### src/source/issue_ctrl_pkg.sv
/*
 * pipeline control bus layout
 * bit positions of the stall and flush controls and the issue lane count
 */
package issue_ctrl_pkg;

    // control bus width from the pipeline control unit
    localparam int CU_BUS_W = 8;

    // flush of the whole pipeline
    localparam int CU_FLUSH = 7;

    // stall of the dispatch/issue stage only
    // the remaining bits serve other stages
    localparam int CU_STALL_DISPATCH = 3;

    // lanes issued per cycle
    localparam int ISSUE_LANES = 2;

endpackage

### src/source/issue_cfg_pkg.sv
/*
 * issue stage field widths
 * default widths of the instruction and decode fields carried per lane
 */
package issue_cfg_pkg;

    // instruction address, one 32-bit word
    localparam int INST_ADDR_W = 32;

    // raw instruction word
    localparam int INST_DATA_W = 32;

    // architectural register index
    localparam int REG_ADDR_W = 5;

    // decode information bus from the decoder
    localparam int DECINFO_W = 41;

    // commit id, sized to the number of in-flight entries
    localparam int COMMIT_ID_W = 3;

endpackage
### src/source/issue_stage.sv
/*
 * dual-lane issue stage
 * filters duplicate issue requests and registers two decoded
 * instructions per cycle under dispatch stall and pipeline flush
 */
module issue_stage #(
    parameter int INST_ADDR_W = issue_cfg_pkg::INST_ADDR_W,
    parameter int INST_DATA_W = issue_cfg_pkg::INST_DATA_W,
    parameter int REG_ADDR_W  = issue_cfg_pkg::REG_ADDR_W,
    parameter int DECINFO_W   = issue_cfg_pkg::DECINFO_W,
    parameter int COMMIT_ID_W = issue_cfg_pkg::COMMIT_ID_W
) (
    input  logic                                   clk,
    input  logic                                   rst_n,

    // lane 1 from decode
    input  logic [INST_ADDR_W-1:0]                 inst1_addr_i,
    input  logic [INST_DATA_W-1:0]                 inst1_i,
    input  logic                                   inst1_reg_we_i,
    input  logic [REG_ADDR_W-1:0]                  inst1_reg_waddr_i,
    input  logic [REG_ADDR_W-1:0]                  inst1_reg1_raddr_i,
    input  logic [REG_ADDR_W-1:0]                  inst1_reg2_raddr_i,
    input  logic [DECINFO_W-1:0]                   inst1_dec_info_i,
    input  logic                                   inst1_is_pred_branch_i,
    input  logic [COMMIT_ID_W-1:0]                 inst1_commit_id_i,
    input  logic                                   inst1_illegal_inst_i,

    // lane 2 from decode
    input  logic [INST_ADDR_W-1:0]                 inst2_addr_i,
    input  logic [INST_DATA_W-1:0]                 inst2_i,
    input  logic                                   inst2_reg_we_i,
    input  logic [REG_ADDR_W-1:0]                  inst2_reg_waddr_i,
    input  logic [REG_ADDR_W-1:0]                  inst2_reg1_raddr_i,
    input  logic [REG_ADDR_W-1:0]                  inst2_reg2_raddr_i,
    input  logic [DECINFO_W-1:0]                   inst2_dec_info_i,
    input  logic                                   inst2_is_pred_branch_i,
    input  logic [COMMIT_ID_W-1:0]                 inst2_commit_id_i,
    input  logic                                   inst2_illegal_inst_i,

    // bit 0 requests lane 1, bit 1 lane 2
    input  logic [issue_ctrl_pkg::ISSUE_LANES-1:0] issue_req_i,
    input  logic [issue_ctrl_pkg::CU_BUS_W-1:0]    stall_flag_i,

    // lane 1 to execute
    output logic [INST_ADDR_W-1:0]                 inst1_addr_o,
    output logic [INST_DATA_W-1:0]                 inst1_o,
    output logic                                   inst1_reg_we_o,
    output logic [REG_ADDR_W-1:0]                  inst1_reg_waddr_o,
    output logic [REG_ADDR_W-1:0]                  inst1_reg1_raddr_o,
    output logic [REG_ADDR_W-1:0]                  inst1_reg2_raddr_o,
    output logic [DECINFO_W-1:0]                   inst1_dec_info_o,
    output logic                                   inst1_is_pred_branch_o,
    output logic [COMMIT_ID_W-1:0]                 inst1_commit_id_o,
    output logic                                   inst1_illegal_inst_o,
    output logic                                   inst1_valid_o,

    // lane 2 to execute
    output logic [INST_ADDR_W-1:0]                 inst2_addr_o,
    output logic [INST_DATA_W-1:0]                 inst2_o,
    output logic                                   inst2_reg_we_o,
    output logic [REG_ADDR_W-1:0]                  inst2_reg_waddr_o,
    output logic [REG_ADDR_W-1:0]                  inst2_reg1_raddr_o,
    output logic [REG_ADDR_W-1:0]                  inst2_reg2_raddr_o,
    output logic [DECINFO_W-1:0]                   inst2_dec_info_o,
    output logic                                   inst2_is_pred_branch_o,
    output logic [COMMIT_ID_W-1:0]                 inst2_commit_id_o,
    output logic                                   inst2_illegal_inst_o,
    output logic                                   inst2_valid_o
);
    import issue_ctrl_pkg::*;

    logic                   flush;
    logic                   stall;
    logic [ISSUE_LANES-1:0] issue_ok;

    // control bus decode, done once for the whole stage
    assign flush = stall_flag_i[CU_FLUSH];
    assign stall = stall_flag_i[CU_STALL_DISPATCH];

    issue_dup_filter #(
        .INST_ADDR_W (INST_ADDR_W)
    ) u_filter (
        .clk          (clk),
        .rst_n        (rst_n),
        .flush_i      (flush),
        .stall_i      (stall),
        .issue_req_i  (issue_req_i),
        .inst1_addr_i (inst1_addr_i),
        .inst2_addr_i (inst2_addr_i),
        .issue_ok_o   (issue_ok)
    );

    issue_slot #(
        .INST_ADDR_W (INST_ADDR_W),
        .INST_DATA_W (INST_DATA_W),
        .REG_ADDR_W  (REG_ADDR_W),
        .DECINFO_W   (DECINFO_W),
        .COMMIT_ID_W (COMMIT_ID_W)
    ) u_slot1 (
        .clk              (clk),
        .rst_n            (rst_n),
        .flush_i          (flush),
        .stall_i          (stall),
        .issue_ok_i       (issue_ok[0]),
        .addr_i           (inst1_addr_i),
        .inst_i           (inst1_i),
        .reg_we_i         (inst1_reg_we_i),
        .reg_waddr_i      (inst1_reg_waddr_i),
        .reg1_raddr_i     (inst1_reg1_raddr_i),
        .reg2_raddr_i     (inst1_reg2_raddr_i),
        .dec_info_i       (inst1_dec_info_i),
        .is_pred_branch_i (inst1_is_pred_branch_i),
        .commit_id_i      (inst1_commit_id_i),
        .illegal_inst_i   (inst1_illegal_inst_i),
        .addr_o           (inst1_addr_o),
        .inst_o           (inst1_o),
        .reg_we_o         (inst1_reg_we_o),
        .reg_waddr_o      (inst1_reg_waddr_o),
        .reg1_raddr_o     (inst1_reg1_raddr_o),
        .reg2_raddr_o     (inst1_reg2_raddr_o),
        .dec_info_o       (inst1_dec_info_o),
        .is_pred_branch_o (inst1_is_pred_branch_o),
        .commit_id_o      (inst1_commit_id_o),
        .illegal_inst_o   (inst1_illegal_inst_o),
        .valid_o          (inst1_valid_o)
    );

    issue_slot #(
        .INST_ADDR_W (INST_ADDR_W),
        .INST_DATA_W (INST_DATA_W),
        .REG_ADDR_W  (REG_ADDR_W),
        .DECINFO_W   (DECINFO_W),
        .COMMIT_ID_W (COMMIT_ID_W)
    ) u_slot2 (
        .clk              (clk),
        .rst_n            (rst_n),
        .flush_i          (flush),
        .stall_i          (stall),
        .issue_ok_i       (issue_ok[1]),
        .addr_i           (inst2_addr_i),
        .inst_i           (inst2_i),
        .reg_we_i         (inst2_reg_we_i),
        .reg_waddr_i      (inst2_reg_waddr_i),
        .reg1_raddr_i     (inst2_reg1_raddr_i),
        .reg2_raddr_i     (inst2_reg2_raddr_i),
        .dec_info_i       (inst2_dec_info_i),
        .is_pred_branch_i (inst2_is_pred_branch_i),
        .commit_id_i      (inst2_commit_id_i),
        .illegal_inst_i   (inst2_illegal_inst_i),
        .addr_o           (inst2_addr_o),
        .inst_o           (inst2_o),
        .reg_we_o         (inst2_reg_we_o),
        .reg_waddr_o      (inst2_reg_waddr_o),
        .reg1_raddr_o     (inst2_reg1_raddr_o),
        .reg2_raddr_o     (inst2_reg2_raddr_o),
        .dec_info_o       (inst2_dec_info_o),
        .is_pred_branch_o (inst2_is_pred_branch_o),
        .commit_id_o      (inst2_commit_id_o),
        .illegal_inst_o   (inst2_illegal_inst_o),
        .valid_o          (inst2_valid_o)
    );

endmodule

### src/source/issue_slot.sv
/*
 * issue slot
 * issue register of one lane with stall hold, flush clear and
 * zero masking of the outputs when the lane is not valid
 */
module issue_slot #(
    parameter int INST_ADDR_W = issue_cfg_pkg::INST_ADDR_W,
    parameter int INST_DATA_W = issue_cfg_pkg::INST_DATA_W,
    parameter int REG_ADDR_W  = issue_cfg_pkg::REG_ADDR_W,
    parameter int DECINFO_W   = issue_cfg_pkg::DECINFO_W,
    parameter int COMMIT_ID_W = issue_cfg_pkg::COMMIT_ID_W
) (
    input  logic                   clk,
    input  logic                   rst_n,
    input  logic                   flush_i,
    input  logic                   stall_i,
    input  logic                   issue_ok_i,

    // decoded lane fields
    input  logic [INST_ADDR_W-1:0] addr_i,
    input  logic [INST_DATA_W-1:0] inst_i,
    input  logic                   reg_we_i,
    input  logic [REG_ADDR_W-1:0]  reg_waddr_i,
    input  logic [REG_ADDR_W-1:0]  reg1_raddr_i,
    input  logic [REG_ADDR_W-1:0]  reg2_raddr_i,
    input  logic [DECINFO_W-1:0]   dec_info_i,
    input  logic                   is_pred_branch_i,
    input  logic [COMMIT_ID_W-1:0] commit_id_i,
    input  logic                   illegal_inst_i,

    // issued lane fields
    output logic [INST_ADDR_W-1:0] addr_o,
    output logic [INST_DATA_W-1:0] inst_o,
    output logic                   reg_we_o,
    output logic [REG_ADDR_W-1:0]  reg_waddr_o,
    output logic [REG_ADDR_W-1:0]  reg1_raddr_o,
    output logic [REG_ADDR_W-1:0]  reg2_raddr_o,
    output logic [DECINFO_W-1:0]   dec_info_o,
    output logic                   is_pred_branch_o,
    output logic [COMMIT_ID_W-1:0] commit_id_o,
    output logic                   illegal_inst_o,
    output logic                   valid_o
);

    logic                   valid_q;
    logic [INST_ADDR_W-1:0] addr_q;
    logic [INST_DATA_W-1:0] inst_q;
    logic                   reg_we_q;
    logic [REG_ADDR_W-1:0]  reg_waddr_q;
    logic [REG_ADDR_W-1:0]  reg1_raddr_q;
    logic [REG_ADDR_W-1:0]  reg2_raddr_q;
    logic [DECINFO_W-1:0]   dec_info_q;
    logic                   is_pred_branch_q;
    logic [COMMIT_ID_W-1:0] commit_id_q;
    logic                   illegal_inst_q;

    logic                   out_en;

    // valid flag, flush wins over stall
    always_ff @(posedge clk or negedge rst_n) begin
        if (!rst_n) begin
            valid_q <= 1'b0;
        end else if (flush_i) begin
            valid_q <= 1'b0;
        end else if (!stall_i) begin
            valid_q <= issue_ok_i;
        end
    end

    // payload, captured together with the issue decision
    always_ff @(posedge clk or negedge rst_n) begin
        if (!rst_n) begin
            addr_q           <= '0;
            inst_q           <= '0;
            reg_we_q         <= 1'b0;
            reg_waddr_q      <= '0;
            reg1_raddr_q     <= '0;
            reg2_raddr_q     <= '0;
            dec_info_q       <= '0;
            is_pred_branch_q <= 1'b0;
            commit_id_q      <= '0;
            illegal_inst_q   <= 1'b0;
        end else if (!stall_i) begin
            addr_q           <= addr_i;
            inst_q           <= inst_i;
            reg_we_q         <= reg_we_i;
            reg_waddr_q      <= reg_waddr_i;
            reg1_raddr_q     <= reg1_raddr_i;
            reg2_raddr_q     <= reg2_raddr_i;
            dec_info_q       <= dec_info_i;
            is_pred_branch_q <= is_pred_branch_i;
            commit_id_q      <= commit_id_i;
            illegal_inst_q   <= illegal_inst_i;
        end
    end

    // a flush kills the lane in the same cycle
    assign out_en = valid_q & ~flush_i;

    assign valid_o          = out_en;
    assign addr_o           = out_en ? addr_q       : '0;
    assign inst_o           = out_en ? inst_q       : '0;
    assign reg_we_o         = out_en & reg_we_q;
    assign reg_waddr_o      = out_en ? reg_waddr_q  : '0;
    assign reg1_raddr_o     = out_en ? reg1_raddr_q : '0;
    assign reg2_raddr_o     = out_en ? reg2_raddr_q : '0;
    assign dec_info_o       = out_en ? dec_info_q   : '0;
    assign is_pred_branch_o = out_en & is_pred_branch_q;
    assign commit_id_o      = out_en ? commit_id_q  : '0;
    assign illegal_inst_o   = out_en & illegal_inst_q;

endmodule

### src/source/issue_dup_filter.sv
/*
 * issue request filter
 * keeps per-lane issue history and drops requests for an instruction
 * that was already requested on the previous accepted cycle
 */
module issue_dup_filter #(
    parameter int INST_ADDR_W = issue_cfg_pkg::INST_ADDR_W
) (
    input  logic                                   clk,
    input  logic                                   rst_n,
    input  logic                                   flush_i,
    input  logic                                   stall_i,
    input  logic [issue_ctrl_pkg::ISSUE_LANES-1:0] issue_req_i,
    input  logic [INST_ADDR_W-1:0]                 inst1_addr_i,
    input  logic [INST_ADDR_W-1:0]                 inst2_addr_i,
    output logic [issue_ctrl_pkg::ISSUE_LANES-1:0] issue_ok_o
);
    import issue_ctrl_pkg::*;

    // current lane addresses, indexed like the request vector
    logic [INST_ADDR_W-1:0] cur_addr  [ISSUE_LANES];

    // history of the last accepted cycle
    logic [INST_ADDR_W-1:0] prev_addr [ISSUE_LANES];
    logic [ISSUE_LANES-1:0] prev_req;

    logic [ISSUE_LANES-1:0] dup;

    // lane 1 sits on bit 0 of the request vector
    assign cur_addr[0] = inst1_addr_i;
    assign cur_addr[1] = inst2_addr_i;

    // same nonzero address as last time and it was requested then
    always_comb begin
        for (int i = 0; i < ISSUE_LANES; i++) begin
            dup[i] = prev_req[i]
                   && (cur_addr[i] == prev_addr[i])
                   && (cur_addr[i] != '0);
        end
    end

    // history update
    always_ff @(posedge clk or negedge rst_n) begin
        if (!rst_n) begin
            for (int i = 0; i < ISSUE_LANES; i++) begin
                prev_addr[i] <= '0;
            end
            prev_req <= '0;
        end else if (flush_i) begin
            // flushed instructions may legally come back
            for (int i = 0; i < ISSUE_LANES; i++) begin
                prev_addr[i] <= '0;
            end
            prev_req <= '0;
        end else if (!stall_i) begin
            for (int i = 0; i < ISSUE_LANES; i++) begin
                prev_addr[i] <= cur_addr[i];
            end
            // raw request, not issue_ok, so a repeated address stays blocked
            prev_req <= issue_req_i;
        end
    end

    // stall and flush are applied in the slots
    assign issue_ok_o = issue_req_i & ~dup;

endmodule

### config.mk
export PLATFORM = sky130hd
export DESIGN_NAME = issue_stage
export DESIGN_NICKNAME = d
export VERILOG_FILES = /design/src/source/issue_ctrl_pkg.sv /design/src/source/issue_cfg_pkg.sv /design/src/source/issue_stage.sv /design/src/source/issue_slot.sv /design/src/source/issue_dup_filter.sv
export SDC_FILE = /design/constraint.sdc
export NUM_CORES = 1
export LEC_CHECK = 0
export BUFFER_PORTS_ARGS = -buffer_cell sky130_fd_sc_hd__clkbuf_2
export CORE_AREA = 2 2 201 203
export CTS_CLUSTER_DIAMETER = 80
export DETAILED_ROUTE_END_ITERATION = 10
export DIE_AREA = 0 0 203 205
export SLEW_MARGIN = 25
export SYNTH_ARGS = -nofsm -noshare
export SYNTH_HDL_FRONTEND = slang
export SYNTH_SLANG_ARGS = --single-unit
### constraint.sdc
create_clock -name clk -period 1.8 [get_ports clk]
set_input_delay 0.27 -clock clk [delete_from_list [all_inputs] [get_ports clk]]
set_output_delay 0.27 -clock clk [all_outputs]
set_load 0.03 [all_outputs]
==> run summary <==
failing checks: negative setup slack
most common cell in the synthesized netlist: dfrtp_1
clock sinks: 320
H-tree level count: 2
final setup fails: 254
Crit Path Category: reg -> out
DRT Wirelength: 50,600 µm
via/cell ratio: 4.80
Die W: 203 µm
Slew Limit Headroom: 59.9%
routability cong.: 0.822
total grt overflow: 0
Synthesis Warnings: 0
period utilisation layout: 119%
startpoint class of the critical path: flop
nets@finish: 2,292
Post-DP HPWL: 32,000 µm
CP required: 1.53 ns
Fmax achieved: 466 MHz
largest net degree at the start of global routing: 64
Synth area leader: dfrtp_1
outcome: complete, but fails checks
largest cells by area after synthesis: dfrtp_1, mux2_2, and2_1
#FFs+latches synth: 320
Worst setup EP type: primary output
Starting Density: 36.8%
Power Total: 18.9 mW
Min Clock Period, post-route: 2.15 ns
vias in the first global route: 12,802
sequential area share after synthesis: 55.3%
Post-synth EDFFs: 0
CTS tree: yes
top-area cell type share of the netlist area: 55.3%
P&R area growth vs syn: 57.5%
clk root buf: clkbuf_16
Worst Tran Pin Value: 0.601 ns
first-pass GRT wire length: 71,400 µm
Sequential Area: 8010 µm²
library cells used by synthesis: 23
# rows: 73
antenna violations before repair: 6
1st-iter DRT viols: 679
Post-Syn Nets: 1,545
layout cells sized above 1: 41.2%
pre-CTS WS: 0.138 ns
maxcap violations: 0
maximum vdd drop: 0.536 mV
Hold Crit Class: in -> reg
CTS clk-pin slew, worst paths: 0.06 ns
wire per inst: 19.6 µm
Num CTS Buffers: 38
multi-input logic area: 6160 µm²
Power Dens Cells: 831 nW/µm²
Die ar.: 41,600 µm²
Core Area: 39,400 µm²
RSZ-0062 raised after global routing: true
Hold WS: 0.0358 ns
Post-Synthesis Cells: 1,281
worst path arrival time: 1.88 ns
Max Slew Vio Count: 0
asr flop ratio synth: 100%
fill cell count: 3,127
# IOs: 518
area post-placement: 17,900 µm²
I/O Buffers: 511
final hold vios: 0
CP Max Fanout: 25
Final ANT Viol Nets: 0
residual DRC count: 0
synth cell count leaders: dfrtp_1, and2_1, nand2_1
fin worst setup slack: -0.346 ns
routed vias: 12,401
Leakage: 11.0 nW
CTS Buffer Depth: 3
Most used DFF post-synth: dfrtp_1
clock skew: 0.0126 ns
GR Util All Layers: 22.1%
Post-Syn Area per Cell: 11.3 µm²
drt first pass iters: 5
fin area: 22,800 µm²
Die H: 205 µm
Post-Syn Area: 14,500 µm²
clock latency at the later pin of the worst-skew pair: 0.54 ns
## what timing repair did
item / in CTS / in global routing
setup endpoints to repair: 254 / 254
resized for setup: 195 / 327
hold buffers: 221 / 0
cloned: 0 / 5
pin swaps: 0 / 6
buffers inserted: 0 / 4
endpoints found under the hold margin: 289 / 0
## stage by stage
stage | TNS (ns) | util, % | cells
global placement | 0 | 45.4 | 2283
CTS | -75.12 | 56.2 | 2571
floorplan | 0 | - | 1281
detailed placement | 0 | 45.4 | 2283
global route | -83.41 | 57.9 | 2581
finish | -64.82 | 57.9 | 2581
## final timing paths
check / start / cells past startpoint / to / slack (ns)
min: inst2_addr_i[25] / 3 / u_slot2.addr_q[25] / 0.04
max in group asynchronous: rst_n / 3 / u_slot1.is_pred_branch_q / 0.85
max reg2reg: u_filter.prev_addr[35] / 4 / u_slot1.valid_q / 0.21
min in group asynchronous: rst_n / 2 / u_slot2.dec_info_q[2] / 0.25
max: u_slot2.valid_q / 5 / inst2_o[8] / -0.35
min reg2reg: u_slot1.addr_q[26] / 2 / u_slot1.addr_q[26] / 0.47
## area by class of cell
type / count / share of cell area, %
Sequential cell: 320 / 35.1
Timing Repair Buffer: 786 / 29.5
Multi-Input combinational cell: 882 / 27.0
Clock buffer: 53 / 4.64
Tap cell: 525 / 2.88
Clock inverter: 14 / 0.834
Antenna cell: 1 / 0.0110
## cell usage in the layout (no fill, tap or decap), drive strengths merged, types with 2 or more instances in the layout
| cell | n |
|---|---|
| o31a | 2 |
| o211ai | 2 |
| dlygate4sd3 | 221 |
| nor3b | 2 |
| nor4 | 30 |
| clkinv | 6 |
| xor2 | 64 |
| nand2 | 196 |
| bufinv | 4 |
| nand2b | 64 |
| nand4 | 6 |
| buf | 127 |
| nor3 | 2 |
| clkbuf | 491 |
| dfrtp | 320 |
| and2 | 252 |
| nor2b | 2 |
| inv | 3 |
| nand3 | 2 |
| or2b | 2 |
| a21oi | 68 |
| mux2 | 188 |
## metal layers
layer  vias up  track usage (%)  routed length, µm
met3       137             4.98               2880
met5         -                0                 53
met2       465             37.6              25500
li1       5691                -                  -
met4         8             10.1               2080
met1      6100             26.7              20100
## critical path: stages (launching register included)
cell and delay (ns):
dfrtp_1 0.38, nor2b_4 0.19, buf_12 0.17, clkbuf_16 0.21, and2_1 0.18, clkbuf_8 0.17
## state kept, by name, summed over array words and instances, names as in the netlist, 2 cells and up
name,cells
u_slot2.reg_waddr_q,5
u_slot1.reg2_raddr_q,5
u_slot2.reg1_raddr_q,5
u_slot2.reg2_raddr_q,5
u_slot2.inst_q,32
u_slot1.dec_info_q,41
u_slot1.addr_q,32
u_filter.prev_req,2
u_slot1.reg_waddr_q,5
u_filter.prev_addr,64
u_slot1.reg1_raddr_q,5
u_slot2.dec_info_q,41
u_slot2.commit_id_q,3
u_slot2.addr_q,32
u_slot1.commit_id_q,3
u_slot1.inst_q,32
## kinds of logic after synthesis
group / synth area share, %
mux: 14.6
xor+xnor: 3.87
buf+inv: 2.82
flops: 55.3
compound gates: 2.58
simple gates: 20.8
## report_power, final
| part | total (mW) | switching [mW] | internal, mW |
|---|---|---|---|
| clock | 7.83 | 3.13 | 4.71 |
| sequential | 8.20 | 0.371 | 7.83 |
| combinational | 2.91 | 1.42 | 1.49 |
(Power assumes the default switching activity.)
